===== src/verilog/cu_link_pkg.sv =====
`default_nettype none

package cu_link_pkg;

	// id of the engine that issued a command
	typedef logic [1:0] cu_id_t;

	localparam cu_id_t vertex_control_id = 2'd1;
	localparam cu_id_t edge_control_id   = 2'd2;

	typedef logic [63:0] address_t;
	typedef logic [15:0] tag_t;
	typedef logic [63:0] payload_t;

	typedef enum logic {
		cmd_read  = 1'b0,
		cmd_write = 1'b1
	} cmd_kind_t;

	typedef struct packed {
		logic      valid;
		cmd_kind_t cmd_kind;
		cu_id_t    cu_id;
		tag_t      tag;
		address_t  address;
	} command_line_t;

	typedef struct packed {
		logic   valid;
		cu_id_t cu_id;
		tag_t   tag;
	} response_line_t;

	typedef struct packed {
		logic     valid;
		cu_id_t   cu_id;
		tag_t     tag;
		payload_t payload;
	} data_line_t;

	typedef struct packed {
		logic empty;
		logic full;
		logic alfull;
	} buffer_status_t;

	localparam int fifo_depth_vertex = 16;
	localparam int fifo_depth_edge   = 32;
	// free entries left when alfull rises
	localparam int alfull_margin     = 4;

	// valid command line for one engine
	function automatic command_line_t make_command(cmd_kind_t kind, cu_id_t id, tag_t tag,
		address_t address);
		command_line_t line;
		line.valid    = 1'b1;
		line.cmd_kind = kind;
		line.cu_id    = id;
		line.tag      = tag;
		line.address  = address;
		return line;
	endfunction

endpackage

`default_nettype wire


===== src/verilog/cu_command_arbiter.sv =====
`default_nettype none

module cu_command_arbiter (
	input  logic                        clock,
	input  logic                        rstn,
	input  logic                        enabled,
	input  cu_link_pkg::command_line_t  vertex_head,
	input  cu_link_pkg::command_line_t  edge_head,
	input  cu_link_pkg::buffer_status_t vertex_status,
	input  cu_link_pkg::buffer_status_t edge_status,
	input  logic                        link_alfull,
	output logic                        vertex_pop,
	output logic                        edge_pop,
	output cu_link_pkg::command_line_t  read_command
);

	logic vertex_request;
	logic edge_request;
	// edge FIFO won the last grant
	logic last_edge;

	assign vertex_request = !vertex_status.empty && !link_alfull;
	assign edge_request   = !edge_status.empty && !link_alfull;

	// each side wins when alone or when its turn has come
	assign vertex_pop = enabled && vertex_request && (!edge_request || last_edge);
	assign edge_pop   = enabled && edge_request && (!vertex_request || !last_edge);

	always_ff @(posedge clock or negedge rstn) begin
		if (!rstn) begin
			read_command <= '0;
			last_edge    <= 1'b0;
		end else if (enabled) begin
			if (vertex_pop) begin
				read_command <= vertex_head;
				last_edge    <= 1'b0;
			end else if (edge_pop) begin
				read_command <= edge_head;
				last_edge    <= 1'b1;
			end else begin
				read_command <= '0;
			end
		end
	end

	assert property (@(posedge clock) disable iff (!rstn) !(vertex_pop && edge_pop));

endmodule

`default_nettype wire


===== config.mk =====
export PLATFORM = sky130hd
export DESIGN_NAME = cu_command_arbiter
export DESIGN_NICKNAME = d
export VERILOG_FILES = /design/src/verilog/cu_link_pkg.sv /design/src/verilog/cu_command_arbiter.sv
export SDC_FILE = /design/constraint.sdc
export NUM_CORES = 1
export LEC_CHECK = 0
export BUFFER_PORTS_ARGS = -buffer_cell sky130_fd_sc_hd__buf_2
export CAP_MARGIN = 20
export CORE_MARGIN = 4
export CORE_UTILIZATION = 37
export CTS_CLUSTER_DIAMETER = 100
export CTS_CLUSTER_SIZE = 24
export DETAILED_ROUTE_END_ITERATION = 8
export PLACE_DENSITY = 0.88
export SETUP_SLACK_MARGIN = 0.2
export SYNTH_ARGS = -nofsm -noshare
export SYNTH_HDL_FRONTEND = slang
export SYNTH_SLANG_ARGS = --single-unit

===== constraint.sdc =====
create_clock -name clock -period 1.4 [get_ports clock]
set_input_delay 0.28 -clock clock [delete_from_list [all_inputs] [get_ports clock]]
set_output_delay 0.28 -clock clock [all_outputs]
set_load 0.005 [all_outputs]

Word-level counts from Yosys, hierarchy flattened
Cells that the tools add are included.
{"block": "word_totals", "elab_cells": 26, "out_inout_bits": 86, "in_bits": 178, "reg_bits": 85}
{"block": "classes", "reduce_logical": 16, "muxes": 4}
{"op": "$mux W84", "count": 2}
{"op": "$logic_and A1 B1 Y1", "count": 6}
{"op": "$logic_not A1 Y1", "count": 6}
{"op": "$logic_or A1 B1 Y1", "count": 2}
{"op": "$mux W1", "count": 2}
{"op": "$reduce_and A2 Y1", "count": 1}
{"op": "$reduce_bool A2 Y1", "count": 1}

Logic depth before layout (Yosys ltp)
{"block": "logic_depth", "ltp_word": 7, "ltp_mapped": 5, "mapped_depth_nobuf": 3}

Worst setup path after synthesis
No wires, ideal clock.
{"block": "synth_timing", "kind": "reg2reg", "from": "reg last_edge", "to": "reg read_command[10] (netlist bit)", "t_arrival_ps": 1181, "period_less_slack_ps": 1307, "slack_ps": 93, "t_required_ps": 1274, "n_path_buf": 2, "setup_time_ps": 126, "stages_incl_launch_ff": 6, "path_cell_list": "dfrtp_1 -> nor2_1 -> nor3_2 -> buf_2 -> buf_2 -> a221o_1"}
{"block": "synth_via", "elab_chain_len": 5, "elab_cells_between_ends": 7, "cone_classes": "mux (2); reduce/logical (5)"}
{"item": "from (decl)", "line_no": "cu_command_arbiter.sv:20", "text": "logic last_edge;"}
{"item": "from (signal assigned)", "line_no": "cu_command_arbiter.sv:32", "text": "last_edge <= 1'b0;"}
{"item": "from (signal assigned)", "line_no": "cu_command_arbiter.sv:36", "text": "last_edge <= 1'b0;"}
{"item": "from (signal assigned)", "line_no": "cu_command_arbiter.sv:39", "text": "last_edge <= 1'b1;"}
{"item": "$logic_not A1 Y1", "line_no": "cu_command_arbiter.sv:27", "text": "assign edge_pop = enabled && edge_request && (!vertex_request || !last_edge);"}
{"item": "$logic_or A1 B1 Y1", "line_no": "cu_command_arbiter.sv:27"}
{"item": "$logic_and A1 B1 Y1", "line_no": "cu_command_arbiter.sv:27"}
{"item": "$mux W84", "line_no": "cu_command_arbiter.sv:37", "text": "end else if (edge_pop) begin"}
{"item": "$mux W84 *", "line_no": "cu_command_arbiter.sv:34", "text": "if (vertex_pop) begin"}
{"item": "to (signal assigned)", "line_no": "cu_command_arbiter.sv:35", "text": "read_command <= vertex_head;"}
{"item": "to (signal assigned)", "line_no": "cu_command_arbiter.sv:38", "text": "read_command <= edge_head;"}
{"item": "to (decl)", "line_no": "cu_command_arbiter.sv:14", "text": "output cu_link_pkg::command_line_t read_command"}
Mark *: on every way between the ends. The rest lies on a longest branch, timed or not.
A chain may end at the register's enable or synchronous reset.

Worst setup path in the final report
{"block": "layout_timing", "from": "reg last_edge", "to": "reg read_command[21] (netlist bit)"}
The elaborated chain is that of the path after synthesis.

==> metrics.md <==
| Metric | Value |
|---|---|
| Final hold violations | 0 |
| DP Cell Count | 673 |
| # setup viols final | 86 |
| H-tree level count | 3 |
| Highest-count cells in the layout ignoring fill and taps | buf_2 (256), nor2b_1 (85), dfrtp_1 (85), a221o_1 (84) |
| Wire per inst | 18.19 um |
| Share of cells above drive strength 1 | 0.5434 |
| Syn Nets | 466 |
| Die area | 0.01158 sq mm |
| F_max | 0.6428 GHz |
| Pleak | 0.003089 uW |
| Avg Synthesized Cell Area | 12.75 sq um |
| PwrDens | 1002 mW/mm^2 |
| First DRT Iteration DRCs | 267 |
| Synth Cell Area | 0.003672 sq mm |
| CTS tree | done |
| Post-Synth XOR/XNOR Area | 0 |
| Largest stage delay on the critical path | 0.40 ns |
| Worst setup SP type | flip-flop |
| Final ANT Viol Nets | 0 |
| Pin count of the biggest net entering global routing | 48 |
| Syn-to-layout area delta | 56.52% |
| Core Area | 0.009729 sq mm |
| Synth cell types | 11 |
| Fill count | 814 |
| Nets | 741 |
| Grt total ovfl | 0 |
| Area contributors post-synth | dfrtp_1 (58%), a221o_1 (23%), nor2b_1 (15%), buf_2 (2.0%), clkbuf_1 (0.82%) |
| Root buffer cell | clkbuf_8 |
| DR vias | 3661 |
| CTS sink count | 85 |
| Slew HR | 0.6720 |
| Vias in the first global route | 3674 |
| Seq/Total Area, Yosys | 0.5792 |
| Hpwl dp | 8.904 mm |
| Simple-Gate Fraction of Synth Area | 0.1557 |
| Post-route cell area | 0.005748 sq mm |
| Peak VDD IR | 0.5329 mV |
| Post-synthesis compound-gate area fraction | 0.2313 |
| Area of the multi-input gates | 0.001444 sq mm |
| Fin crit share | 1.111 |
| Actual slew at the worst max-slew pin | 0.4920 ns |
| Min cycle time layout | 1.556 ns |
| Crit path DAT | 1.76 ns |
| Ys Warns | 0 |
| Synth Area in Adders | 0 |
| Crit path buf inv count | 3 |
| Initial Utilization | 0.3774 |
| Final Util | 0.5908 |
| Mapped Cells | 288 |
| RSZ-0062 raised after global routing | true |
| Top cell type's share of synthesized area | 0.5792 |
| Worst-path clk slew | 0.08 ns |
| Num CTS Buffers | 9 |
| Status | finished with violations |
| Most common cell after layout, fill and taps aside | buf_2 |
| Drt first pass iters | 4 |
| Setup crit end kind | flip-flop |
| FP Rows | 36 |
| Clock buffer depth | 2 |
| Most Frequent Cell on Critical Path | buf_12 |
| Die Width | 107.6 um |
| Area leader, netlist | dfrtp_1 |
| WHS | 0.1662 ns |
| Number of vias per cell | 5.237 |
| Critical Path Slowest Stage Cell | dfrtp_1 |
| Tightest Hold Check Type | input pin to flip-flop |
| Crit Path Max Fanout | 15 |
| First-pass GRT wire length | 18.05 mm |
| Failing checks | setup timing |
| Total wire length | 12.72 mm |
| CP top delay family | buffers and inverters |
| Io pins | 264 |
| Clk Latency, worst-skew pair | 0.34 ns |
| DIE HEIGHT | 107.6 um |
| Total power | 5759 uW |
| Port Buffers | 259 |
| Flops & latches, synth | 85 |
| Crit-path cells | nor2b_4 -> nor3_4 -> buf_12 -> buf_12 -> clkbuf_16 -> a221o_1 |
| MaxCap Viol Count | 0 |
| Post-DP Area | 0.005291 sq mm |
| Final WS setup | -0.1556 ns |
| Total Routing Usage GR | 0.1985 |
| Routability cong. | 0.7975 |
| Final Skew | 0.007797 ns |
| Initial antenna violation count | 1 |
| Post-route non-filler standard cell count | 699 |
| Largest family of logic cells by synthesized area | compound AO/OA/AOI/OAI gates |
| FF/Latch Area | 0.002127 sq mm |
| Mux share of post-synthesis cell area | 0 |
| Remaining DRCs | 0 |
| Critical path class | flip-flop to flip-flop |
| Fin. max-slew vios | 0 |
| Req. time, crit path | 1.61 ns |
-- final timing paths --
| kind | startpoint | endpoint | slack, ns | cells past startpoint |
|---|---|---|---|---|
| setup / recovery | last_edge | read_command[21] | -0.16 | 6 |
| hold / removal | edge_head[57] | read_command[57] | 0.17 | 2 |
| setup reg to reg | last_edge | read_command[21] | -0.16 | 6 |
| hold reg to reg | read_command[25] | read_command[25] | 0.61 | 2 |
| max in group asynchronous | rstn | read_command[66] | 0.46 | 3 |
| min in group asynchronous | rstn | read_command[48] | 0.48 | 3 |
-- registers in the layout, summed over array words and instances (netlist names) --
name,cells
read_command,84
last_edge,1
-- through the flow --
stage	setup slack [ns]	TNS, ns
3_5_place_dp	-0.1381	-6.257
3_3_place_gp	-0.05426	-2.660
5_1_grt	-0.2021	-12.03
2_1_floorplan	0.1314	0
4_1_cts	-0.1746	-8.075
6_report	-0.1556	-9.414
-- cell type report --
type / instances / share of cell area
Clock inverter: 2 / 0.006095
Sequential cell: 85 / 0.3700
Clock buffer: 11 / 0.02634
Timing Repair Buffer: 291 / 0.3169
Antenna cell: 1 / 0.0004354
Tap cell: 133 / 0.02895
Multi-Input combinational cell: 176 / 0.2512
-- what timing repair did --
item / CTS / global route
hold endpoints to repair: 45 / 0
setup endpoints to repair: 86 / 86
resized for setup: 7 / 5
pin swaps: 0 / 7
buffers inserted: 4 / 0
hold buffers: 1 / 0
cloned: 1 / 6
-- logic make-up (layout without fill, tap and decap cells) --
group | Yosys count | count (layout)
simple gates | 91 | 91
buf+inv | 27 | 304
compound gates | 85 | 85
flops | 85 | 85
other cells | 0 | 1
-- routing by layer --
layer	GRT usage	share of wire	vias up	wire length (um)
li1	-	-	1657	-
met1	0.2450	0.39	1781	4977
met5	0	0	-	0
met2	0.3384	0.52	200	6582
met4	0.09017	0.020	0	258
met3	0.03479	0.071	23	898
-- cells in the mapped netlist --
cell        n
a2bb2oi_1   1
buf_4       1
nand2b_1    1
nor2b_1    86
nor3_2      2
buf_1       3
clkbuf_1    8
nor2_1      2
dfrtp_1    85
a221o_1    84
buf_2      15
-- power by group --
part	total, uW	internal [uW]	switching [uW]
logic	1250	729	519
clock network	1680	891	793
registers	2830	2700	131
(Power assumes the default switching activity.)
