===== config.mk =====
export PLATFORM = sky130hd
export DESIGN_NAME = cu_edge_job_control
export DESIGN_NICKNAME = d
export VERILOG_FILES = /design/src/verilog/cu_link_pkg.sv /design/src/verilog/cu_graph_pkg.sv /design/src/verilog/cu_edge_job_control.sv
export SDC_FILE = /design/constraint.sdc
export NUM_CORES = 1
export LEC_CHECK = 0
export CORE_AREA = 2 2 308 310
export DETAILED_ROUTE_END_ITERATION = 12
export DIE_AREA = 0 0 310 312
export DONT_BUFFER_PORTS = 1
export PLACE_DENSITY = 0.5
export SETUP_SLACK_MARGIN = 0.1
export SLEW_MARGIN = 10
export SYNTH_ARGS = -nofsm -noshare
export SYNTH_HDL_FRONTEND = slang
export SYNTH_SLANG_ARGS = --single-unit

===== constraint.sdc =====
create_clock -name clock -period 15.55 [get_ports clock]
set_clock_uncertainty 0.2 [all_clocks]
set_input_delay 3.11 -clock clock [delete_from_list [all_inputs] [get_ports clock]]
set_output_delay 3.11 -clock clock [all_outputs]
set_load 0.01 [all_outputs]

===== src/verilog/cu_link_pkg.sv =====
`default_nettype none

package cu_link_pkg;

	// id of the engine that issued a command
	typedef logic [1:0] cu_id_t;

	localparam cu_id_t vertex_control_id = 2'd1;
	localparam cu_id_t edge_control_id   = 2'd2;

	typedef logic [63:0] address_t;
	typedef logic [15:0] tag_t;
	typedef logic [63:0] payload_t;

	typedef enum logic {
		cmd_read  = 1'b0,
		cmd_write = 1'b1
	} cmd_kind_t;

	typedef struct packed {
		logic      valid;
		cmd_kind_t cmd_kind;
		cu_id_t    cu_id;
		tag_t      tag;
		address_t  address;
	} command_line_t;

	typedef struct packed {
		logic   valid;
		cu_id_t cu_id;
		tag_t   tag;
	} response_line_t;

	typedef struct packed {
		logic     valid;
		cu_id_t   cu_id;
		tag_t     tag;
		payload_t payload;
	} data_line_t;

	typedef struct packed {
		logic empty;
		logic full;
		logic alfull;
	} buffer_status_t;

	localparam int fifo_depth_vertex = 16;
	localparam int fifo_depth_edge   = 32;
	// free entries left when alfull rises
	localparam int alfull_margin     = 4;

	// valid command line for one engine
	function automatic command_line_t make_command(cmd_kind_t kind, cu_id_t id, tag_t tag,
		address_t address);
		command_line_t line;
		line.valid    = 1'b1;
		line.cmd_kind = kind;
		line.cu_id    = id;
		line.tag      = tag;
		line.address  = address;
		return line;
	endfunction

endpackage

`default_nettype wire


===== src/verilog/cu_graph_pkg.sv =====
`default_nettype none

package cu_graph_pkg;

	// vertex and edge counts, vertex ids
	typedef logic [31:0] count_t;

	// work element descriptor, held by the host for the whole job
	typedef struct packed {
		logic                  valid;
		count_t                num_vertices;
		count_t                num_edges;
		cu_link_pkg::address_t vertex_base;
		cu_link_pkg::address_t edge_base;
		cu_link_pkg::address_t result_base;
	} wed_t;

	typedef struct packed {
		logic   valid;
		count_t vertex_id;
		count_t degree;
		count_t edge_offset;
	} vertex_job_t;

	// record sizes in bytes
	localparam int unsigned vertex_stride = 8;
	localparam int unsigned edge_stride   = 8;
	localparam int unsigned result_stride = 8;

	// jobs waiting between the two engines
	localparam int job_queue_depth = 4;

endpackage

`default_nettype wire


===== src/verilog/cu_edge_job_control.sv =====
`default_nettype none

module cu_edge_job_control (
	input  logic                        clock,
	input  logic                        rstn,
	input  logic                        enabled,
	input  cu_graph_pkg::wed_t          wed,
	input  cu_graph_pkg::vertex_job_t   job,
	input  logic                        job_available,
	output logic                        job_request,
	input  cu_link_pkg::data_line_t     read_data,
	input  cu_link_pkg::response_line_t write_response,
	input  cu_link_pkg::buffer_status_t fifo_status,
	input  logic                        write_alfull,
	output cu_link_pkg::command_line_t  read_command,
	output cu_link_pkg::command_line_t  write_command,
	output cu_link_pkg::data_line_t     write_data,
	output cu_graph_pkg::count_t        vertices_done,
	output cu_graph_pkg::count_t        edges_done
);

	typedef enum logic [2:0] {
		wait_job,
		issue_edges,
		collect,
		write_result,
		wait_ack
	} edge_state_t;

	edge_state_t               state;
	cu_graph_pkg::vertex_job_t current;
	cu_graph_pkg::count_t      issued;
	cu_graph_pkg::count_t      received;
	cu_graph_pkg::count_t      sum;

	assign job_request = enabled && (state == wait_job) && job_available;

	always_ff @(posedge clock) begin
		if (job_request) begin
			current <= job;
		end
	end

	always_ff @(posedge clock or negedge rstn) begin
		if (!rstn) begin
			state         <= wait_job;
			issued        <= '0;
			received      <= '0;
			sum           <= '0;
			read_command  <= '0;
			write_command <= '0;
			write_data    <= '0;
			vertices_done <= '0;
			edges_done    <= '0;
		end else if (enabled) begin
			read_command  <= '0;
			write_command <= '0;
			write_data    <= '0;
			case (state)
				wait_job: begin
					issued   <= '0;
					received <= '0;
					sum      <= '0;
					if (job_request) begin
						state <= issue_edges;
					end
				end
				issue_edges: begin
					if (!fifo_status.alfull) begin
						read_command <= cu_link_pkg::make_command(cu_link_pkg::cmd_read,
							cu_link_pkg::edge_control_id, cu_link_pkg::tag_t'(issued),
							wed.edge_base + cu_link_pkg::address_t'(current.edge_offset + issued)
							* cu_graph_pkg::edge_stride);
						issued <= issued + 1'b1;
						if (issued == current.degree - 1'b1) begin
							state <= collect;
						end
					end
				end
				collect: begin
					if (received == current.degree) begin
						state <= write_result;
					end
				end
				write_result: begin
					if (!write_alfull) begin
						write_command <= cu_link_pkg::make_command(cu_link_pkg::cmd_write,
							cu_link_pkg::edge_control_id, cu_link_pkg::tag_t'(current.vertex_id),
							wed.result_base + cu_link_pkg::address_t'(current.vertex_id)
							* cu_graph_pkg::result_stride);
						write_data.valid   <= 1'b1;
						write_data.cu_id   <= cu_link_pkg::edge_control_id;
						write_data.tag     <= cu_link_pkg::tag_t'(current.vertex_id);
						write_data.payload <= {current.vertex_id, sum};
						state              <= wait_ack;
					end
				end
				wait_ack: begin
					if (write_response.valid) begin
						vertices_done <= vertices_done + 1'b1;
						state         <= wait_job;
					end
				end
				default: state <= wait_job;
			endcase

			// edges come back in any order
			if (read_data.valid) begin
				sum        <= sum + read_data.payload[31:0];
				received   <= received + 1'b1;
				edges_done <= edges_done + 1'b1;
			end
			if (!wed.valid) begin
				vertices_done <= '0;
				edges_done    <= '0;
			end
		end
	end

	assert property (@(posedge clock) disable iff (!rstn)
		!(state == wait_job && read_data.valid));

endmodule

`default_nettype wire


# [Yosys cells after proc, flatten, opt, wreduce, memory -nomap -nowiden]
# Index checks and enable logic that the tools add are counted.
[totals] regBits=510 word_cells=80 output_inout_bits=316
[op_classes] n_eq_ne=15 mux=23 reduce_logical=10 add_sub_neg=9
[op_table] operator="$mux 84" n=4
[op_table] operator="$mux 32" n=9
[op_table] operator="$mux 83" n=2
[op_table] operator="$add 32x1->32 const B" n=4
[op_table] operator="$add 64x35->64" n=1
[op_table] operator="$add 64x36->64" n=1
[op_table] operator="$eq 32x32->1" n=2
[op_table] operator="$pmux 32 s2" n=1
[op_table] operator="$add 32x32->33" n=1
[op_table] operator="$add 32x32->32" n=1
[op_table] operator="$sub 32x1->32 const B" n=1
[op_table] operator="$mux 3" n=6
[op_table] operator="$pmux 3 s5" n=1
[op_table] operator="$ne 2x2->1 const B" n=6
[op_table] operator="$reduce_and 7->1" n=1
[op_table] operator="$eq 3x2->1 const B" n=2
[op_table] operator="$ne 2x1->1 const B" n=3
[op_table] operator="$reduce_and 3->1" n=2
[op_table] operator="$reduce_and 2->1" n=2
[op_table] operator="$reduce_bool 2->1" n=2
[op_table] operator="$eq 3x1->1 const B" n=1
[op_table] operator="$eq 3x3->1 const B" n=1
[op_table] operator="$logic_not 3->1" n=1
[op_table] operator="$logic_and 1x1->1" n=2

# [Logic depth before layout (Yosys ltp)]
[depth] depth_word=5 depth_mapped=24 depth_no_buf=22

# [Worst setup path after synthesis]
# OpenSTA, ideal clock, no wires.
[synth_timing] kind="input to output" start="input port enabled" end="output port job_request" arrival_time_ns=12.867 required_time_ns=12.240 path_stages=3 path_buffers=1 path_slack_ns=-0.627 cell_sequence="clkbuf_1 nand2b_1 nor4_1"
[synth_between] elab_chain_len=2
[synth_rtl] item="start: declaration" line="cu_edge_job_control.sv:6" text="input logic enabled,"
[synth_rtl] item="$logic_and 1x1->1 (2 in a row)" line="cu_edge_job_control.sv:36" text="assign job_request = enabled && (state == wait_job) && job_available;"
[synth_rtl] item="end: declaration" line="cu_edge_job_control.sv:10" text="output logic job_request,"
# Every way passes these cells.

# [Final worst setup path]
# Same ends and word-level chain as after synthesis.

==> impl_metrics.py <==
metrics = {
    "power": {
        "p_leak_uw": 0.0130,
        "power.share.clock_pct": 41.9,
        "powerDensity_mw_per_mm2": 118,
        "combinationalPowerShare_pct": 17.6,
        "p_int_uw": 2540,
        "switching_share_pct": 29.2,
        "switchingPower_uw": 1050,
        "irDropWorstVdd_mv": 0.0920,
        "p_seq_share_pct": 40.5,
    },
    "placement": {
        "place_inst": 3839,
        "place.gp.congestion": 0.904,
        "dp_hpwl_um": 70500,
        "io_buffers": 0,
        "placed_area_mm2": 0.0282,
    },
    "clock_tree": {
        "cts_htree_levels": 2,
        "clock_latency_ns": 0.64,
        "cts_resized": 0,
        "cts_buffers": 57,
        "postCtsSetupRepairBufs": 0,
        "numClockSinks": 469,
        "clk_pin_slew_ns": 0.06,
        "cts.hold.buffers_added": 0,
        "cts_tree": "yes",
        "cts_max_path_buffers": 3,
        "root_buffer": "clkbuf_16",
    },
    "logic_synthesis": {
        "synth_top_area_share_pct": 34.3,
        "synthesis.instances": 2725,
        "synthDistinctLibCells": 86,
        "yosysMostFrequentCell": "dfrtp_1",
        "yosysWarnings": 0,
        "synthesis.area_mm2": 0.0272,
        "ys_seq_elements": 469,
        "synthTopCellsByCount": "dfrtp_1 (373), nor2_1 (209), nand2_1 (207)",
        "seq_area_frac_synth_pct": 44.9,
        "ys.flop_type": "dfrtp_1",
        "synth_top_cell_by_area": "dfrtp_1",
        "async_reset_ff_share_pct": 79.5,
        "yosys-top-cells-area": "dfrtp_1 (34%), edfxtp_1 (11%), ha_1 (6.2%)",
        "synth_edf_count": 96,
        "synth_area_per_cell_um2": 9.98,
    },
    "hold_path": {
        "hold_class": "reg -> reg",
        "min_from": "sum[31]$_DFFE_PN0P_",
        "hold_depth": 1,
        "hold_end": "sum[31]$_DFFE_PN0P_",
    },
    "floorplan": {
        "start_util_pct": 29.2,
        "ios": 780,
        "core_area_mm2": 0.0930,
        "dieArea_mm2": 0.0967,
        "core.rowCount": 112,
        "die_w_um": 310,
        "die_h_um": 312,
    },
    "layout": {
        "fin_area_mm2": 0.0303,
        "finish.net_count": 3247,
        "layout-drive-gt1-share_pct": 5.79,
        "syn_to_final_growth_pct": 11.5,
        "fin_cells": 3959,
    },
    "critical_path": {
        "cp_top_family": "buffers and inverters",
        "cp_cell_sequence": "nand2b_1, nor4_4, buf_4",
        "cp.arrival_ns": 4.06,
        "crit_buf_inv": 1,
        "cpMaxStageDelayCell": "buf_4",
        "reg2reg_slack_ns": 9.12,
        "start_kind": "primary input",
        "required_ns": 12.24,
        "r2r_end": "read_command[52]$_DFFE_PN0P_",
        "rr_worst_depth": 20,
        "crit_type": "in -> out",
        "reg2reg_from": "issued[0]$_DFFE_PN0P_",
        "cp_max_fo": 35,
        "crit_path_max_incr_delay_ns": 0.53,
        "crit_path_end_kind": "primary output",
    },
    "route": {
        "routed-wl-met2_um": 40300,
        "drc": 0,
        "first_pass_iters": 5,
        "vias_per_cell": 5.24,
        "wl_per_cell_um": 23.8,
        "drt_iter0_drc": 1337,
        "ant_nets": 0,
        "route.met3.wl_um": 11200,
        "vias": 20743,
        "finalWirelength_um": 94200,
        "dr.max_layer_used": "met5",
        "met1Wirelength_um": 40100,
    },
    "grt": {
        "grt_pass1_wl_um": 137000,
        "track_usage_pct": 19.0,
        "grt_max_degree": 374,
        "gr-total-overflow": 0,
        "grt_pass1_vias": 20005,
        "grt_antenna_before_repair": 24,
    },
    "job": {
        "maxCapViolations": 0,
    },
    "sta": {
        "hold_viol_final": 0,
        "rsz0062_at_grt": "false",
        "min_period_ns": 7.37,
        "slew_headroom_pct": 17.4,
        "fin_crit_sh_pct": 47.4,
        "fmax_mhz": 136,
        "report.final.slew_viol_count": 0,
        "worst_pin_slew_ns": 1.24,
        "setup_viol": 0,
        "tns_ns": 0,
    },
    "run_status": {
        "outcome": "complete, no violations",
    },
}
## power groups by stage
stage                     Sequential, uW  Combinational (uW)  Clock [uW]
after global placement              1480                 625           0
final                               1460                 631        1510
after CTS                           1450                 634        1550
after floorplan                     1420                 514           0
after global routing                1470                 716        1610
after detailed placement            1470                 630           0
## cell type report
| class | count | area (um^2) |
|---|---|---|
| Fill cell | 9592 | 62700 |
| Clock inverter | 33 | 509 |
| Tap cell | 1254 | 1570 |
| Sequential cell | 469 | 12200 |
| Inverter | 62 | 240 |
| Multi-Input combinational cell | 2039 | 14000 |
| Antenna cell | 12 | 30.0 |
| Timing Repair Buffer | 16 | 140 |
| Clock buffer | 74 | 1590 |
## worst max path at each step
stage                        from           to  slack [ns]  cells past startpoint
after global placement    enabled  job_request        8.19                      3
after floorplan           enabled  job_request        3.38                      3
after CTS                 enabled  job_request        8.18                      3
after detailed placement  enabled  job_request        8.18                      3
after global routing      enabled  job_request        8.12                      3
final                     enabled  job_request        8.18                      3
## registers in the layout, summed over array words and instances (netlist names)
register / cells
received: 32
write_command: 80
sum: 32
read_command: 81
current: 96
write_data: 49
state: 3
vertices_done: 32
edges_done: 32
issued: 32
## per-stage QoR
step	util (%)	setup slack (ns)	total power (uW)	hold slack (ns)
after global routing	32.6	8.12	3790	0.322
after global placement	30.3	8.19	2100	0.277
final	32.6	8.18	3590	0.292
after detailed placement	30.3	8.18	2100	0.272
after floorplan	-	3.38	1930	0.250
after CTS	32.6	8.18	3640	0.294
## cells by family (layout without fill, tap and decap cells)
kind of cell	count (synthesis)	in the layout	synth area share, %
adders and majority gates	138	138	6.46
other	1	16	0.0138
xor gates and xnor gates	300	300	9.66
AOI/OAI and AO/OA	711	711	18.6
muxes	7	7	0.349
DFF	469	469	44.9
buffers and inverters	220	185	3.70
and+or+nand+nor	879	879	16.3
## placed cells by master (no fill, tap or decap), types with 10 or more instances in the layout
master	count
nor3_1	40
nand4_1	60
and2_1	16
and3_1	53
nand3_1	120
a22o_1	171
ha_1	134
a21oi_1	141
bufinv_16	13
nand2_1	207
or4_1	23
a211oi_1	27
o21a_1	19
o31ai_1	12
a21o_1	75
nor4_1	12
o211ai_1	31
nand2b_1	22
clkinv_2	10
nor2_1	208
and4_1	10
o21bai_1	17
or3_1	36
xnor2_1	163
inv_1	61
or2_2	14
dfrtp_1	373
o21ai_0	118
clkbuf_16	59
buf_4	14
o2bb2ai_1	10
xor2_1	137
nor2b_1	13
edfxtp_1	96
diode_2	12
## worst reg2reg max path: stages (launching register included)
cell	delay, ns
dfrtp_1	0.58
ha_1	0.31
inv_1	0.07
fa_1	0.40
nor2b_1	0.14
o21a_1	0.15
o21a_1	0.16
o31a_1	0.21
o221ai_1	0.23
a211oi_1	0.40
o21ai_0	0.14
a221oi_1	0.34
ha_1	0.39
a2111oi_0	0.52
nor2b_1	0.20
a211oi_1	0.10
or3b_2	0.53
o2111ai_2	0.62
a211oi_1	0.20
xor2_1	0.21
a22o_1	0.22
## per-layer routing
layer,track usage [%],vias up
met5,0,-
met3,9.24,122
met4,5.74,20
li1,-,9853
met1,24.4,10069
met2,27.9,679
Note: power is estimated with default switching activity, not from simulation.
