[src/verilog/cu_link_pkg.sv]
`default_nettype none

package cu_link_pkg;

	// id of the engine that issued a command
	typedef logic [1:0] cu_id_t;

	localparam cu_id_t vertex_control_id = 2'd1;
	localparam cu_id_t edge_control_id   = 2'd2;

	typedef logic [63:0] address_t;
	typedef logic [15:0] tag_t;
	typedef logic [63:0] payload_t;

	typedef enum logic {
		cmd_read  = 1'b0,
		cmd_write = 1'b1
	} cmd_kind_t;

	typedef struct packed {
		logic      valid;
		cmd_kind_t cmd_kind;
		cu_id_t    cu_id;
		tag_t      tag;
		address_t  address;
	} command_line_t;

	typedef struct packed {
		logic   valid;
		cu_id_t cu_id;
		tag_t   tag;
	} response_line_t;

	typedef struct packed {
		logic     valid;
		cu_id_t   cu_id;
		tag_t     tag;
		payload_t payload;
	} data_line_t;

	typedef struct packed {
		logic empty;
		logic full;
		logic alfull;
	} buffer_status_t;

	localparam int fifo_depth_vertex = 16;
	localparam int fifo_depth_edge   = 32;
	// free entries left when alfull rises
	localparam int alfull_margin     = 4;

	// valid command line for one engine
	function automatic command_line_t make_command(cmd_kind_t kind, cu_id_t id, tag_t tag,
		address_t address);
		command_line_t line;
		line.valid    = 1'b1;
		line.cmd_kind = kind;
		line.cu_id    = id;
		line.tag      = tag;
		line.address  = address;
		return line;
	endfunction

endpackage

`default_nettype wire

[src/verilog/cu_command_fifo.sv]
`default_nettype none

module cu_command_fifo #(
	parameter int depth = 16
) (
	input  logic                        clock,
	input  logic                        rstn,
	input  logic                        push,
	input  cu_link_pkg::command_line_t  data_in,
	input  logic                        pop,
	output cu_link_pkg::command_line_t  data_out,
	output cu_link_pkg::buffer_status_t status
);

	cu_link_pkg::command_line_t mem [depth];

	// depth is a power of two, pointers wrap on their own
	logic [$clog2(depth)-1:0]   rd_ptr;
	logic [$clog2(depth)-1:0]   wr_ptr;
	logic [$clog2(depth+1)-1:0] count;

	always_ff @(posedge clock) begin
		if (push) begin
			mem[wr_ptr] <= data_in;
		end
	end

	always_ff @(posedge clock or negedge rstn) begin
		if (!rstn) begin
			rd_ptr <= '0;
			wr_ptr <= '0;
			count  <= '0;
		end else begin
			if (push) begin
				wr_ptr <= wr_ptr + 1'b1;
			end
			if (pop) begin
				rd_ptr <= rd_ptr + 1'b1;
			end
			count <= count + push - pop;
		end
	end

	// head falls through, valid only while something is stored
	always_comb begin
		data_out       = mem[rd_ptr];
		data_out.valid = (count != '0);
		status.empty   = (count == '0);
		status.full    = (count == depth);
		status.alfull  = (count >= depth - cu_link_pkg::alfull_margin);
	end

	assert property (@(posedge clock) disable iff (!rstn) push |-> !status.full);
	assert property (@(posedge clock) disable iff (!rstn) pop |-> !status.empty);

endmodule

`default_nettype wire

[config.mk]
export PLATFORM = sky130hd
export DESIGN_NAME = cu_command_fifo
export DESIGN_NICKNAME = d
export VERILOG_FILES = /design/src/verilog/cu_link_pkg.sv /design/src/verilog/cu_command_fifo.sv
export SDC_FILE = /design/constraint.sdc
export NUM_CORES = 1
export LEC_CHECK = 0
export ABC_AREA = 1
export BUFFER_PORTS_ARGS = -buffer_cell sky130_fd_sc_hd__buf_2
export CAP_MARGIN = 20
export CELL_PAD_IN_SITES_DETAIL_PLACEMENT = 0
export CELL_PAD_IN_SITES_GLOBAL_PLACEMENT = 1
export CORE_UTILIZATION = 30
export DETAILED_ROUTE_END_ITERATION = 6
export PLACE_DENSITY = 0.61
export SLEW_MARGIN = 20
export SYNTH_ARGS = -nofsm -noshare
export SYNTH_HDL_FRONTEND = slang
export SYNTH_SLANG_ARGS = --single-unit
[constraint.sdc]
create_clock -name clock -period 14.75 [get_ports clock]
set_input_delay 1.475 -clock clock [delete_from_list [all_inputs] [get_ports clock]]
set_output_delay 1.475 -clock clock [all_outputs]
set_load 0.01 [all_outputs]
; After elaboration in Yosys (flattened, before gate mapping)
; Memory sizes are Yosys's and may differ from the RTL's.
; Cells that the tools add are included.
[totals]
reg_bits = 13
ram_bits = 1344
input_bits = 88
output_inout_bits = 87
wordCells = 14
memories = 1
[classes]
add_sub_neg = 4
magnitude_cmp = 1
n_eq_ne = 1
muxes = 2
reduce_logical = 2
[mem_list]
columns = memory, words, width, rd, rd_ports_with_merged_regs, write_ports, line
row1 = mem, 16, 84, 1, 0, 1, cu_command_fifo.sv:15  ; cu_link_pkg::command_line_t mem [depth];
[ops]
columns = operator, n
row1 = $add 4x1->4 const B, 2
row2 = $add 5x1->5, 1
row3 = $eq 5x5->1 const B, 1
row4 = $ge 5x4->1 const B, 1
row5 = $logic_not 5->1, 1
row6 = $reduce_bool 5->1, 1
row7 = $sub 5x1->5, 1
row8 = $mux 1, 2

; Logic depth before layout (Yosys ltp)
; Gate-level depths: netlist of the first run.
[logic_depth]
word_depth = 2
mapped_depth = 10
mapped_depth_nobuf = 8

; Worst setup path before layout of the first run
; No wires, ideal clock.
[synth_path]
path_type = input to register
startpoint = in push
endpoint = mem mem[11][0] (netlist name), enable pin
setup_ns = 0.525
arrival_ns = 5.370
t_required_ns = 14.225
path_slack_ns = 8.855
cell_stages = 3
n_path_buf = 1
cell_sequence = clkbuf_1 nand2_1 nor2_1
[synth_via]
elab_chain_cells = 2
[synth_rtl]
columns = item, line
row1 = from (decl), cu_command_fifo.sv:8  ; input logic push,
row2 = $mux 1, cu_command_fifo.sv:23  ; if (push) begin
row3 = $mux 1 (not written as such), cu_command_fifo.sv:24  ; mem[wr_ptr] <= data_in;
row4 = to (decl), cu_command_fifo.sv:15
; No other way between the ends.

==> results.yml, run 1 <==
status:
  status: "finished clean"
yosys:
  yosysUniqueCellTypes: 20
  yosysWarnings: 0
  synth_top_family_by_area: "simple AND/OR/NAND/NOR gates"
  ys_seq_area_share_pct: 69.6
  synthAdderAreaFrac_pct: 0.316
  yosys.area_share.simple_pct: 20.2
  synthFlopType: "edfxtp_1"
  syn_area_um2: 57700
  synth_common_cells: "1,757 x nand2_1, 1,328 x edfxtp_1, 1,014 x inv_1, 999 x nand3_1, 142 x buf_2"
  synthMuxAreaShare_pct: 0
  synth_top_cell_area_share_pct: 69.1
  synth_most_common_cell: "nand2_1"
  async_flop_share_pct: 0.969
  syn-instance-count: 5438
  synth_area_leader_cell: "edfxtp_1"
  avgSynthCellArea_um2: 10.6
  synthXorXnorAreaFrac_pct: 0.137
  synth_compound_area_share_pct: 0.0520
  synth_fp_nets: 5540
  synth_area_leaders: "edfxtp_1 69%, nand2_1 11%, nand3_1 8.7%"
  ys_ff_latch: 1341
  synth-edff-count: 1328
die:
  core_area_um2: 191000
  placementRows: 160
  start_util_pct: 30.3
  pin_count: 175
  die_h_um: 441
  die_w_um: 441
  die_area_um2: 194000
setup_path:
  path_delay_family: "buffers and inverters"
  rrSetupSlack_ns: 11.04
  slowest_delay_ns: 0.95
  cp.arrival_ns: 5.34
  critPathCaptureType: "output port"
  criticalPathCategory: "reg2out"
  required_ns: 13.28
  crit_fanout: 219
  slowest_stage: "buf_4"
  worstSetupStartpointType: "flop"
  critPathBufInv: 5
  path_cells: "clkinv_16 -> buf_4 -> buf_6 -> buf_4 -> nand2_1 -> nand2_1 -> nand2_1 -> nand3_1 -> nand3_1 -> nand2_1 -> buf_2"
  path_common_cell: "nand2_1"
sta:
  worstMarginPinSlew_ns: 1.15
  slew_viol_final: 0
  max_freq_mhz: 147
  setup_violations: 0
  clock_skew_ns: 0.0274
  final.setup.tns_ns: 0
  min_period_over_period_pct: 46.2
  rsz0062_at_grt: "no"
  max_slew_margin_pct: 23.4
  min_period_ns: 6.81
  hold_viol: 0
route:
  firstDrtPassIters: 5
  drcViolationCount: 0
  via_per_inst: 4.46
  drtIter0Drc: 2245
  dr_total_vias: 36517
  drt-total-wl_um: 159000
  final_antenna_net_count: 0
  wl_per_cell_um: 19.4
cells_and_area:
  design_area_um2: 65300
  nets: 5651
  layout-drive-gt1-share_pct: 8.06
  n_fill_cell: 18900
  utilization_pct: 34.3
  area_growth_pct: 13.1
clock_tree:
  cts_hold_buf: 0
  cts.sinks: 1341
  post_cts_buffers: 0
  cts_tree: "built"
  htreeDepth: 4
  cts_root_buf: "clkbuf_16"
  clk_pin_slew_ns: 0.06
  numCtsBuffers: 149
  clk-insertion-delay-late_ns: 0.78
  cts.path.max_buffers: 3
  cts_resized: 0
hold_path:
  min_path_type: "reg2reg"
placed_design:
  post_dp_cell_area_um2: 60700
  gp_congestion: 0.705
  hpwl_um: 74800
  port-buffer-count: 173
global_route:
  antenna_found_initial: 38
  grt_pass1_vias: 34962
  grt_max_degree: 220
  grt_usage_pct: 16.3
  grt.overflow.total: 0
  grt_pass1_wl_um: 232000
power_and_ir_drop:
  leakage_nw: 27.4
  p_per_area_nw_per_um2: 192
  ir_worst_vdd_uv: 189
run:
  cap_violations: 0
==> final cells by class <==
cell class / instances / area (um2) / area share, %
multi-input cells: 2805 / 12100 / 18.5
clock buffers: 194 / 4090 / 6.26
repair buffers: 236 / 1390 / 2.13
well taps: 2511 / 3140 / 4.81
flip-flops and latches: 1341 / 40200 / 61.6
clock inverters: 69 / 464 / 0.711
inverters: 1016 / 3860 / 5.92
diodes: 9 / 22.5 / 0.0345
==> placed cells by master, fill, tap and decap left out, types with 2 or more instances in the layout <==
| master | netlist | final |
|---|---|---|
| nand4_1 | 2 | 2 |
| a21oi_1 | 3 | 3 |
| inv_6 | 1 | 3 |
| clkinv_1 | 0 | 31 |
| nor2_1 | 18 | 2 |
| xor2_1 | 8 | 8 |
| bufinv_16 | 0 | 5 |
| diode_2 | 0 | 9 |
| clkbuf_1 | 42 | 36 |
| ha_1 | 13 | 13 |
| inv_1 | 1014 | 1012 |
| nand2_1 | 1757 | 1757 |
| dfrtp_4 | 0 | 4 |
| nor2_4 | 0 | 16 |
| dfrtp_1 | 13 | 9 |
| clkbuf_16 | 0 | 158 |
| o21ai_0 | 3 | 3 |
| buf_12 | 0 | 4 |
| clkinv_2 | 0 | 25 |
| buf_2 | 142 | 173 |
| nand3_1 | 999 | 999 |
| edfxtp_1 | 1328 | 1328 |
| clkinvlp_4 | 0 | 4 |
| buf_4 | 25 | 58 |
==> power by group <==
part           switching [W]  internal [W]
clock                0.00148       0.00203
combinational        0.00310       0.00115
sequential          0.000174       0.00459
total                0.00476       0.00776
==> flip-flops by register name, summed over array words and instances, names as in the netlist <==
signal,flops
mem,1328
count,5
rd_ptr,4
wr_ptr,4
==> layer usage <==
metal	GRT usage (%)	wire length, um
met2	27.4	76800
met4	4.59	3530
met5	0	167
met3	3.24	8310
met1	21.1	70200
==> stage by stage <==
step	hold slack (ns)	power (W)	setup WS, ns	cells
global route	0.569	0.0133	7.45	8176
finish	0.561	0.0125	7.94	8181
detailed placement	0.555	0.00921	8.64	7909
floorplan	0.512	0.00770	8.85	5438
CTS	0.527	0.0128	7.75	8172
global placement	0.537	0.00920	8.29	7907
==> worst paths after layout <==
kind | from | to | depth (start not counted)
max | rd_ptr[0] | data_out[56] | 11
max in group asynchronous | rstn | rd_ptr[0] | 1
min reg2reg | wr_ptr[0] | wr_ptr[0] | 1
max reg2reg | wr_ptr[1] | mem[5][31] | 6
min in group asynchronous | rstn | count[4] | 1
min | wr_ptr[0] | wr_ptr[0] | 1
==> logic make-up (layout without fill, tap and decap cells) <==
family,after synthesis,count (layout)
and+or+nand+nor,2776,2776
DFF,1341,1341
buffers and inverters,1292,1515
adders and majority gates,14,14
xor gates and xnor gates,9,9
AOI/OAI and AO/OA,6,6
other,0,9
Power figures use the tool's default switching activity.
==> inputs of run 2 (changes only) <==
==> constraint.sdc (replaced) <==
create_clock -name clock -period 6.79 [get_ports clock]
set_input_delay 0.679 -clock clock [delete_from_list [all_inputs] [get_ports clock]]
set_output_delay 0.679 -clock clock [all_outputs]
set_load 0.01 [all_outputs]
==> run 2 against run 1 <==
Worst setup slack worse by 6.0 ns. Core utilization is 0.085 points higher. First-iteration DRC count is 0.94% lower. Via count is 1.1% lower. Global-route usage is 0.31 points lower. Sequential cell count stayed put. Total power is 120% higher. Clock-buffer cell count is 11 lower. Clock power is 120% higher. Critical path type unchanged. Largest power group unchanged. Highest routed layer unchanged.
==> results.yml, run 2 (synthesis results as in run 1) <==
cells_and_area:
  largest_register_ffs: 1328
  nets: 5639
  regMostFlops: "mem"
  design_area_um2: 65400
  final_cell_mix: "1,757 x nand2_1, 1,328 x edfxtp_1, 1,012 x inv_1"
  layout-drive-gt1-share_pct: 7.90
  reg_top3: "mem x1328, count x5"
  layout_commonest_cell: "nand2_1"
  utilization_pct: 34.3
  area_growth_pct: 13.3
sta:
  min_period_over_period_pct: 71.4
  worstMarginPinSlew_ns: 1.38
  min_period_ns: 4.85
  hold_viol: 0
  max_slew_margin_pct: 7.71
  slew_viol_final: 0
  rsz0062_at_grt: "no"
  worst_slack_ns: 1.94
  clock_skew_ns: 0.0163
  final.setup.tns_ns: 0
  setup_violations: 0
  max_freq_mhz: 206
setup_path:
  required_ns: 6.11
  crit_fanout: 187
  rr_worst_depth: 5
  cp.arrival_ns: 4.17
  criticalPathCategory: "reg2out"
  critPathCaptureType: "output port"
  worstSetupStartpointType: "flop"
clock_tree:
  cts_root_buf: "clkbuf_16"
  cts.path.max_buffers: 3
  cts_tree: "built"
  cts.sinks: 1341
  cts_hold_buf: 1
  post_cts_buffers: 0
  cts_resized: 0
  clk-insertion-delay-late_ns: 0.78
  htreeDepth: 4
  clk_pin_slew_ns: 0.06
  numCtsBuffers: 149
route:
  via_per_inst: 4.43
  firstDrtPassIters: 5
  drt-total-wl_um: 156000
  final_antenna_net_count: 0
  drcViolationCount: 0
  wl_per_cell_um: 19.1
  dr_total_vias: 36125
  drtIter0Drc: 2224
power_and_ir_drop:
  p_comb_share_pct: 33.7
  switching_share_pct: 37.7
  p_per_area_nw_per_um2: 419
  switching_power_w: 0.0103
  leakage_nw: 27.4
  clockPowerShare_pct: 28.6
  p_seq_share_pct: 37.7
  power_w: 0.0274
  power.internal_w: 0.0171
  ir_worst_vdd_uv: 497
hold_path:
  min_path_cells: 2
  min_path_type: "in2reg"
die:
  die_area_um2: 194000
  placementRows: 160
  pin_count: 175
  die_h_um: 441
  core_area_um2: 191000
  die_w_um: 441
  start_util_pct: 30.3
placed_design:
  post_dp_cell_area_um2: 60700
  gp_congestion: 0.705
  pre_cts_ws_ns: 2.79
  port-buffer-count: 173
  hpwl_um: 70600
global_route:
  grt_max_degree: 337
  grt.overflow.total: 0
  grt_pass1_vias: 34849
  grt_usage_pct: 16.0
  antenna_found_initial: 34
  grt_pass1_wl_um: 229000
status:
  status: "finished clean"
run:
  cap_violations: 0
[run 2: path summary, 6_finish.rpt]
| kind | startpoint | slack (ns) | endpoint |
|---|---|---|---|
| max | rd_ptr[0] | 1.94 | data_out[39] |
| min | pop | 0.19 | rd_ptr[0] |
| max reg2reg | wr_ptr[0] | 3.75 | mem[6][28] |
| min reg2reg | wr_ptr[0] | 0.57 | wr_ptr[0] |
| max in group asynchronous | rstn | 6.17 | rd_ptr[1] |
| min in group asynchronous | rstn | 0.33 | count[3] |
[run 2: stage by stage]
step | instances | hold slack (ns)
finish | 8163 | 0.190
global route | 8161 | 0.152
CTS | 8160 | 0.120
detailed placement | 7896 | 0.556
global placement | 7896 | 0.543
floorplan | 5438 | 0.383
[run 2: final cells by class]
cell class                 count  area, um2
inverter                    1016       3860
timing repair buffer         224       1430
antenna                        3       7.51
multi-input combinational   2805      12100
sequential                  1341      40200
tap                         2511       3140
clock buffer                 183       3960
fill                       18798     125000
clock inverter                80        733
[run 2: critical path: stages, from the launching register on]
cell and delay (ns):
dfrtp_4 0.67, buf_4 0.83, buf_12 0.60, nand2_1 0.12
nand2_1 0.11, nand2_1 0.05, nand3_1 0.11, nand3_1 0.11
nand2_1 0.25, buf_2 0.18
[run 2: power by group through the flow]
stage | Clock [W] | Sequential, W | Combinational, W
3_5_place_dp | 0 | 0.0105 | 0.00948
2_1_floorplan | 0 | 0.0104 | 0.00638
6_report | 0.00785 | 0.0103 | 0.00924
3_3_place_gp | 0 | 0.0105 | 0.00947
5_1_grt | 0.00835 | 0.0104 | 0.0103
4_1_cts | 0.00805 | 0.0103 | 0.00951
[run 2: per-layer routing]
layer / vias to the layer above / wire (um) / global-route usage [%]
met5: - / 212 / 0
met4: 34 / 2590 / 3.82
met2: 655 / 75100 / 26.8
met3: 212 / 7800 / 3.27
met1: 17475 / 69900 / 21.0
li1: 17749 / - / -
