$ cat config.mk
export PLATFORM = sky130hd
export DESIGN_NAME = cu_vertex_job_control
export DESIGN_NICKNAME = d
export VERILOG_FILES = /design/src/verilog/cu_link_pkg.sv /design/src/verilog/cu_graph_pkg.sv /design/src/verilog/cu_vertex_job_control.sv
export SDC_FILE = /design/constraint.sdc
export NUM_CORES = 1
export LEC_CHECK = 0
export ABC_CLOCK_PERIOD_IN_PS = 5500
export BUFFER_PORTS_ARGS = -buffer_cell sky130_fd_sc_hd__clkbuf_2
export CORE_MARGIN = 2
export CORE_UTILIZATION = 45
export CTS_CLUSTER_SIZE = 25
export DETAILED_ROUTE_END_ITERATION = 8
export GPL_ROUTABILITY_DRIVEN = 0
export PLACE_DENSITY = 0.67
export SYNTH_ARGS = -nofsm -noshare
export SYNTH_HDL_FRONTEND = slang
export SYNTH_SLANG_ARGS = --single-unit
$ cat constraint.sdc
create_clock -name clock -period 5.5 [get_ports clock]
set_input_delay 0.825 -clock clock [delete_from_list [all_inputs] [get_ports clock]]
set_output_delay 0.825 -clock clock [all_outputs]
set_load 0.03 [all_outputs]
$ cat src/verilog/cu_link_pkg.sv
`default_nettype none

package cu_link_pkg;

	// id of the engine that issued a command
	typedef logic [1:0] cu_id_t;

	localparam cu_id_t vertex_control_id = 2'd1;
	localparam cu_id_t edge_control_id   = 2'd2;

	typedef logic [63:0] address_t;
	typedef logic [15:0] tag_t;
	typedef logic [63:0] payload_t;

	typedef enum logic {
		cmd_read  = 1'b0,
		cmd_write = 1'b1
	} cmd_kind_t;

	typedef struct packed {
		logic      valid;
		cmd_kind_t cmd_kind;
		cu_id_t    cu_id;
		tag_t      tag;
		address_t  address;
	} command_line_t;

	typedef struct packed {
		logic   valid;
		cu_id_t cu_id;
		tag_t   tag;
	} response_line_t;

	typedef struct packed {
		logic     valid;
		cu_id_t   cu_id;
		tag_t     tag;
		payload_t payload;
	} data_line_t;

	typedef struct packed {
		logic empty;
		logic full;
		logic alfull;
	} buffer_status_t;

	localparam int fifo_depth_vertex = 16;
	localparam int fifo_depth_edge   = 32;
	// free entries left when alfull rises
	localparam int alfull_margin     = 4;

	// valid command line for one engine
	function automatic command_line_t make_command(cmd_kind_t kind, cu_id_t id, tag_t tag,
		address_t address);
		command_line_t line;
		line.valid    = 1'b1;
		line.cmd_kind = kind;
		line.cu_id    = id;
		line.tag      = tag;
		line.address  = address;
		return line;
	endfunction

endpackage

`default_nettype wire

$ cat src/verilog/cu_graph_pkg.sv
`default_nettype none

package cu_graph_pkg;

	// vertex and edge counts, vertex ids
	typedef logic [31:0] count_t;

	// work element descriptor, held by the host for the whole job
	typedef struct packed {
		logic                  valid;
		count_t                num_vertices;
		count_t                num_edges;
		cu_link_pkg::address_t vertex_base;
		cu_link_pkg::address_t edge_base;
		cu_link_pkg::address_t result_base;
	} wed_t;

	typedef struct packed {
		logic   valid;
		count_t vertex_id;
		count_t degree;
		count_t edge_offset;
	} vertex_job_t;

	// record sizes in bytes
	localparam int unsigned vertex_stride = 8;
	localparam int unsigned edge_stride   = 8;
	localparam int unsigned result_stride = 8;

	// jobs waiting between the two engines
	localparam int job_queue_depth = 4;

endpackage

`default_nettype wire

$ cat src/verilog/cu_vertex_job_control.sv
`default_nettype none

module cu_vertex_job_control (
	input  logic                        clock,
	input  logic                        rstn,
	input  logic                        enabled,
	input  cu_graph_pkg::wed_t          wed,
	input  cu_link_pkg::data_line_t     read_data,
	input  cu_link_pkg::buffer_status_t fifo_status,
	input  logic                        job_request,
	output cu_link_pkg::command_line_t  read_command,
	output cu_graph_pkg::vertex_job_t   job,
	output logic                        job_available,
	output cu_graph_pkg::count_t        filtered_count
);

	typedef enum logic [1:0] {
		idle,
		issue,
		drain
	} vertex_state_t;

	vertex_state_t        state;
	cu_graph_pkg::count_t index;

	cu_graph_pkg::vertex_job_t queue [cu_graph_pkg::job_queue_depth];
	logic [$clog2(cu_graph_pkg::job_queue_depth)-1:0]   head;
	logic [$clog2(cu_graph_pkg::job_queue_depth)-1:0]   tail;
	logic [$clog2(cu_graph_pkg::job_queue_depth+1)-1:0] queue_count;
	// reads still out, each one holds a queue slot
	logic [$clog2(cu_graph_pkg::job_queue_depth+1)-1:0] in_flight;
	logic can_issue;
	logic record_kept;

	assign job_available = (queue_count != '0);
	assign record_kept   = read_data.valid && (read_data.payload[31:0] != '0);
	assign can_issue     = enabled && (state == issue) && !fifo_status.alfull
		&& ((queue_count + in_flight) < cu_graph_pkg::job_queue_depth);

	always_ff @(posedge clock or negedge rstn) begin
		if (!rstn) begin
			state          <= idle;
			index          <= '0;
			read_command   <= '0;
			filtered_count <= '0;
			head           <= '0;
			tail           <= '0;
			queue_count    <= '0;
			in_flight      <= '0;
		end else if (enabled) begin
			read_command <= '0;
			case (state)
				idle: begin
					index          <= '0;
					filtered_count <= '0;
					if (wed.valid) begin
						state <= (wed.num_vertices == '0) ? drain : issue;
					end
				end
				issue: begin
					if (can_issue) begin
						read_command <= cu_link_pkg::make_command(cu_link_pkg::cmd_read,
							cu_link_pkg::vertex_control_id, cu_link_pkg::tag_t'(index),
							wed.vertex_base
							+ cu_link_pkg::address_t'(index) * cu_graph_pkg::vertex_stride);
						index <= index + 1'b1;
						if (index == wed.num_vertices - 1'b1) begin
							state <= drain;
						end
					end
				end
				drain: begin
					if (!wed.valid) begin
						state <= idle;
					end
				end
				default: state <= idle;
			endcase

			// zero degree records never become jobs
			if (read_data.valid && !record_kept) begin
				filtered_count <= filtered_count + 1'b1;
			end
			if (record_kept) begin
				tail <= tail + 1'b1;
			end
			if (job_request) begin
				head <= head + 1'b1;
			end
			queue_count <= queue_count + record_kept - job_request;
			in_flight   <= in_flight + can_issue - read_data.valid;
		end
	end

	always_ff @(posedge clock) begin
		if (enabled && record_kept) begin
			queue[tail].valid       <= 1'b1;
			queue[tail].vertex_id   <= cu_graph_pkg::count_t'(read_data.tag);
			queue[tail].degree      <= read_data.payload[31:0];
			queue[tail].edge_offset <= read_data.payload[63:32];
		end
	end

	always_comb begin
		job       = queue[head];
		job.valid = job_available;
	end

	assert property (@(posedge clock) disable iff (!rstn) job_request |-> job_available);

endmodule

`default_nettype wire

=== Word level (Yosys, flattened, before mapping) ===
Memory sizes are Yosys's and may differ from the RTL's.
Index checks and enable logic that the tools add are counted.

* Add/sub/neg operators: 11
* Order comparisons: 1
* Equal/unequal tests: 7
* Muxes and demuxes: 14
* Reduce and logical (&&, ||, !) cells: 19

{| class="wikitable"
|+ Operators with widths
! kind !! count
|-
| 84-bit two-way mux || 2
|-
| 32-bit two-way mux || 3
|-
| 32-bit by 1-bit adder with 32-bit output (second input constant) || 2
|-
| 64-bit by 35-bit adder with 64-bit output || 1
|-
| 32-bit case mux with 2 select lines || 1
|-
| 32-bit == test || 1
|-
| 32-bit logical NOT || 1
|-
| 32-bit nonzero test || 1
|-
| 32-bit by 1-bit subtractor with 32-bit output (second input constant) || 1
|-
| 2-bit two-way mux || 5
|-
| 3-bit by 1-bit adder with 3-bit output || 2
|-
| 1-bit logical AND || 6
|-
| 2-bit inequality test (second input constant) || 3
|-
| 2-bit case mux with 3 select lines || 1
|-
| 2-bit AND reduction || 3
|-
| 3-bit by 1-bit subtractor with 3-bit output || 2
|-
| 5-bit AND reduction || 1
|-
| 2-bit by 1-bit adder with 2-bit output (second input constant) || 2
|-
| 3-bit by 3-bit adder with 4-bit output || 1
|-
| 4-bit by 3-bit < comparator with 1-bit output (second input constant) || 1
|-
| 2-bit nonzero test || 2
|-
| 3-bit AND reduction || 1
|-
| 3-bit nonzero test || 1
|-
| 2-bit by 1-bit == test with 1-bit output (second input constant) || 1
|-
| other kinds (5) || 7
|}

* Bits in registers: 160
* Memory bits (writable): 320
* Bits of input ports: 347
* Output and inout bits: 214
* Memories kept: 1

{| class="wikitable"
|+ Memory list
! memory !! words !! width !! read ports !! clocked after memory_dff !! write ports !! RTL line !! RTL
|-
| queue || 4 || 80 || 1 || 0 || 1 || cu_vertex_job_control.sv:26 || <nowiki>cu_graph_pkg::vertex_job_t queue [cu_graph_pkg::job_queue_depth];</nowiki>
|}

=== Longest topological paths before layout ===
* Depth in word-level cells: 6
* Mapped depth: 14
* Depth with buffers taken out: 12

=== Worst setup path after synthesis ===
OpenSTA, ideal clock, no wires.

* Path kind: in2reg
* Start point: input read_data[22] (netlist bit)
* End point: memory queue[0][0] (netlist bit) (enable)
* Library setup time: 0.519 ns
* Arrival time: 5.148 ns
* Setup slack: -0.167 ns
* Cell stages on the path: 7
* Buffers on the path: 1
* Cells stage by stage: nor4_1 -> and4_1 -> and2_1 -> nand2b_1 -> or2_2 -> clkbuf_1 -> nor2_1

* Longest elaborated chain between the ends: 5

{| class="wikitable"
|+ Ends and longest elaborated chain
! what !! RTL line !! RTL
|-
| from (decl) || cu_vertex_job_control.sv:8 || <nowiki>input cu_link_pkg::data_line_t read_data,</nowiki>
|-
| 32-bit nonzero test || cu_vertex_job_control.sv:36 || <nowiki>assign record_kept = read_data.valid && (read_data.payload[31:0] != '0);</nowiki>
|-
| 1-bit logical AND || cu_vertex_job_control.sv:36 ||
|-
| 1-bit logical AND || cu_vertex_job_control.sv:96 || <nowiki>if (enabled && record_kept) begin</nowiki>
|-
| 1-bit two-way mux || -- ||
|-
| 1-bit two-way mux (implied by the code) || cu_vertex_job_control.sv:100 || <nowiki>queue[tail].edge_offset <= read_data.payload[63:32];</nowiki>
|-
| to (decl) || cu_vertex_job_control.sv:26 ||
|}

No other way between the ends.

=== Final worst setup path ===
* Start point: register index[13]
* End point: register read_command[63] (netlist bit)

* Longest elaborated chain between the ends: 3

{| class="wikitable"
|+ Ends and longest elaborated chain
! what !! RTL line !! RTL
|-
| from (decl) || cu_vertex_job_control.sv:24 || <nowiki>cu_graph_pkg::count_t index;</nowiki>
|-
| from (signal assigned) || cu_vertex_job_control.sv:66 || <nowiki>index <= index + 1'b1;</nowiki>
|-
| 64-bit by 35-bit adder with 64-bit output || cu_vertex_job_control.sv:65 || <nowiki>+ cu_link_pkg::address_t'(index) * cu_graph_pkg::vertex_stride);</nowiki>
|-
| 84-bit two-way mux || cu_vertex_job_control.sv:61 || <nowiki>if (can_issue) begin</nowiki>
|-
| 84-bit two-way mux || cu_vertex_job_control.sv:52 || <nowiki>case (state)</nowiki>
|-
| to (signal assigned) || cu_vertex_job_control.sv:62 || <nowiki>read_command <= cu_link_pkg::make_command(cu_link_pkg::cmd_read,</nowiki>
|-
| to (decl) || cu_vertex_job_control.sv:11 || <nowiki>output cu_link_pkg::command_line_t read_command,</nowiki>
|}

No other way between the ends.
A chain may end at the register's enable or synchronous reset.

==> results.ini <==
[finish]
num-nets-final=2328
combined_area_of_the_multi_input_logic_cells_um2=7860
final_cells=2594
layout_cell_share_with_drive_strength_beyond_1=0.299
finalCoreUtilization=0.548
area.sequential_um2=13500
syn_to_final_growth_pct=20.0
layout.filler_cells=3898

[critical_path]
rrSetupSlack_ps=1720
ff2ff_path_depth=9
worstSetupPathDepth=9
critical_path.max_stage_delay_ps=740
worst-path-buf-inv=0
worst-path-max-fanout=11
start_to_end_type_of_the_worst_setup_path=reg2reg
cp-start-kind=flop
cp_data_arrival_time_ps=4260
timing.critical_path.to_type=flop
worst-endpoint-required_ps=5990
critical_path.cell_chain=ha_1, o21a_1, o211ai_1, or4_1, a211oi_1, o2111ai_1, a2111oi_0, xor2_1, a22o_1
critical-path-slowest-cell=sky130_fd_sc_hd__a2111oi_0
critical_path.top_delay_family=compound AO/OA/AOI/OAI gates

[synthesis]
synth_area_um2=21800
syn_area_per_cell_um2=14.1
ys.warnings.count=0
ys_async_sr_fraction=0.329
yosysUniqueCellTypes=77
synth_enable_flop_cells=320
yosysSeqAreaShare=0.620
postSynthCellCount=1555
postSynthRegisterBits=477
synthFlopType=sky130_fd_sc_hd__edfxtp_1

[global_route]
grt_util_all_layers=0.213
grt_remaining_overflow=0
grt_pass1_vias=14500
grt_start_max_net_pins=102
antenna_found_initial=6
wire_length_of_the_first_global_routing_pass_um=82900

[sta]
worst_slew_margin=0.208
report.final.setup_viol=0
tightest_slew_ps=1190
maxSlewViolCount=0
fin_ws_ps=1720
final_critical_path_required_period_ps=3780
fraction_of_the_cycle_the_final_worst_path_needs=0.687
finalHoldViolCount=0
rsz0062_at_grt=false
achievable-frequency_ghz=0.265
timing.clock.skew_ps=18.3

[clock_tree]
clock_root_buffer=sky130_fd_sc_hd__clkbuf_16
cts-root-to-sink-buffers=3
cts-buffers-inserted=51
cts_setup_buffers=0
cts_htree_levels=2
cts_tree=done
numClockSinks=477
cts_hold_repair_buffers=0
clkTransAtPathRegs_ps=60
cts.repair.resized=0
clk_latency_ps=610

[placed_design]
place_ws_ps=1440
placed_cells=2494
port_buffers=378
dp.final_hpwl_um=37000

[pwr]
switching_power_share_of_the_total=0.336
p_int_mw=7.53
p_leak_nw=10.7
vdd_ir_drop_max_v=0.000285
finalPower_mw=11.3
p_per_area_nw_per_um2=432
pwr-share-seq=0.407
power.switching_mw=3.80
combPwrFrac=0.274
power_frac_clock=0.319

[detailed_routing]
num_vias=14600
route.detailed.wl_per_inst_um=21.0
route.detailed.drc=0
wirelength_um=54400
post_drt_via_cell_ratio=5.64
detailedRoute.firstIterationViolations=873
route.antenna.remaining_nets=0
drt-pass1-iter-count=5

[floorplanning]
floorplan.die.width_um=224
number_of_placement_rows=80
placeableCoreArea_um2=47800
initial_utilization=0.457
io-pin-count=561
die_area_um2=50300
die_height_um=224

[hold_path]
timing.hold.worst.class=in2async

[outcome]
status=complete, no violations

[job]
maxCapViolations=0

cell usage after synthesis (4+ instances only):
master / n / area share
sky130_fd_sc_hd__xor2_1: 75 / 0.030
sky130_fd_sc_hd__o21ai_0: 40 / 0.0092
sky130_fd_sc_hd__o2bb2ai_1: 5 / 0.0020
sky130_fd_sc_hd__and3_1: 16 / 0.0046
sky130_fd_sc_hd__o211ai_1: 6 / 0.0021
sky130_fd_sc_hd__buf_2: 4 / 0.00092
sky130_fd_sc_hd__mux2_2: 4 / 0.0021
sky130_fd_sc_hd__a21oi_1: 56 / 0.013
sky130_fd_sc_hd__nor4_1: 23 / 0.0066
sky130_fd_sc_hd__or4_1: 7 / 0.0024
sky130_fd_sc_hd__clkbuf_1: 47 / 0.0081
sky130_fd_sc_hd__a22o_1: 65 / 0.026
sky130_fd_sc_hd__dfrtp_1: 157 / 0.18
sky130_fd_sc_hd__a21o_1: 15 / 0.0052
sky130_fd_sc_hd__nand2b_1: 5 / 0.0014
sky130_fd_sc_hd__and2_1: 6 / 0.0017
sky130_fd_sc_hd__a31oi_1: 6 / 0.0017
sky130_fd_sc_hd__mux2i_1: 4 / 0.0018
sky130_fd_sc_hd__and4_1: 11 / 0.0044
sky130_fd_sc_hd__mux4_2: 80 / 0.082
sky130_fd_sc_hd__buf_4: 20 / 0.0069
sky130_fd_sc_hd__nand3_1: 42 / 0.0096
sky130_fd_sc_hd__o21a_1: 11 / 0.0038
sky130_fd_sc_hd__nor3b_1: 4 / 0.0014
sky130_fd_sc_hd__nand2_1: 94 / 0.016
sky130_fd_sc_hd__a211oi_1: 15 / 0.0052
sky130_fd_sc_hd__ha_1: 46 / 0.026
sky130_fd_sc_hd__inv_1: 40 / 0.0069
sky130_fd_sc_hd__edfxtp_1: 320 / 0.44
sky130_fd_sc_hd__a2111oi_0: 5 / 0.0020
sky130_fd_sc_hd__o32ai_1: 4 / 0.0016
sky130_fd_sc_hd__nor2b_1: 6 / 0.0017
sky130_fd_sc_hd__buf_1: 16 / 0.0027
sky130_fd_sc_hd__nor3_1: 23 / 0.0053
sky130_fd_sc_hd__xnor2_1: 65 / 0.026
sky130_fd_sc_hd__nor4b_1: 5 / 0.0020
sky130_fd_sc_hd__nand4_1: 33 / 0.0094
sky130_fd_sc_hd__or3_1: 22 / 0.0063
sky130_fd_sc_hd__nor2_1: 91 / 0.016
flip-flops by register name, summed over array words and instances (netlist names):
name and flops:
queue 320, read_command 81, filtered_count 32, index 32, in_flight 3, queue_count 3, head 2, state 2
tail 2
power groups by stage:
stage | Clock (mW) | Combinational, mW | Sequential, mW
after floorplan | 0 | 2.20 | 4.63
after global placement | 0 | 3.10 | 4.67
after detailed placement | 0 | 3.13 | 4.70
after CTS | 3.70 | 3.15 | 4.63
after global routing | 3.83 | 3.29 | 4.67
final | 3.62 | 3.10 | 4.61
layout make-up:
type	count	share of cell area
inverters	41	0.00587
repair buffers	394	0.0794
clock inverters	37	0.0161
well taps	615	0.0294
clock buffers	59	0.0522
diodes	4	0.000382
flip-flops and latches	477	0.517
multi-input cells	967	0.300
logic make-up after synthesis:
group | share of synthesized area
simple gates | 0.0961
mux | 0.0864
compound gates | 0.0869
other cells | 0.000172
flops | 0.620
xor+xnor | 0.0561
fa+ha+maj | 0.0291
buf+inv | 0.0257
worst paths after layout:
path                                                   to                     start
setup / recovery             read_command[63]$_DFFE_PN0P_     index[13]$_DFFE_PN0P_
hold / removal             filtered_count[17]$_DFFE_PN0P_                      rstn
setup reg to reg             read_command[63]$_DFFE_PN0P_     index[13]$_DFFE_PN0P_
hold reg to reg                  in_flight[2]$_DFFE_PN0P_  in_flight[2]$_DFFE_PN0P_
max in group asynchronous    read_command[54]$_DFFE_PN0P_                      rstn
min in group clock                  queue[3][6]$_DFFE_PP_             read_data[38]
layout by cell type, fill, tap and decap left out, types with 7 or more instances in the layout:
master / n
sky130_fd_sc_hd__or3_1: 22
sky130_fd_sc_hd__bufinv_16: 7
sky130_fd_sc_hd__nand3_1: 42
sky130_fd_sc_hd__and4_1: 10
sky130_fd_sc_hd__xnor2_1: 65
sky130_fd_sc_hd__o21a_1: 11
sky130_fd_sc_hd__clkinv_2: 12
sky130_fd_sc_hd__o21ai_0: 40
sky130_fd_sc_hd__or4_1: 7
sky130_fd_sc_hd__mux4_2: 80
sky130_fd_sc_hd__a21oi_1: 55
sky130_fd_sc_hd__edfxtp_1: 320
sky130_fd_sc_hd__clkbuf_2: 377
sky130_fd_sc_hd__a22o_1: 65
sky130_fd_sc_hd__nor2_1: 87
sky130_fd_sc_hd__dfrtp_1: 155
sky130_fd_sc_hd__buf_4: 11
sky130_fd_sc_hd__nor3_1: 23
sky130_fd_sc_hd__inv_1: 39
sky130_fd_sc_hd__and3_1: 16
sky130_fd_sc_hd__nor4_1: 23
sky130_fd_sc_hd__xor2_1: 75
sky130_fd_sc_hd__clkbuf_16: 52
sky130_fd_sc_hd__conb_1: 18
sky130_fd_sc_hd__a21o_1: 15
sky130_fd_sc_hd__nand2_1: 94
sky130_fd_sc_hd__nand4_1: 33
sky130_fd_sc_hd__a211oi_1: 14
sky130_fd_sc_hd__ha_1: 46
through the flow:
step	hold WS [ps]	TNS [ps]	instance area, µm²
finish	205	0	26200
global route	236	0	26200
CTS	210	0	26200
detailed placement	472	0	24400
global placement	467	0	24400
floorplan	449	-53330	21900
metal layers:
layer,share of wire,global-route usage,vias up,wire [µm]
li1,-,-,6725,-
met1,0.43,0.291,7345,23200
met2,0.47,0.340,482,25700
met3,0.075,0.0481,85,4080
met4,0.026,0.0694,4,1420
met5,0.00050,0,-,27
Note: power is estimated with default switching activity, not from simulation.
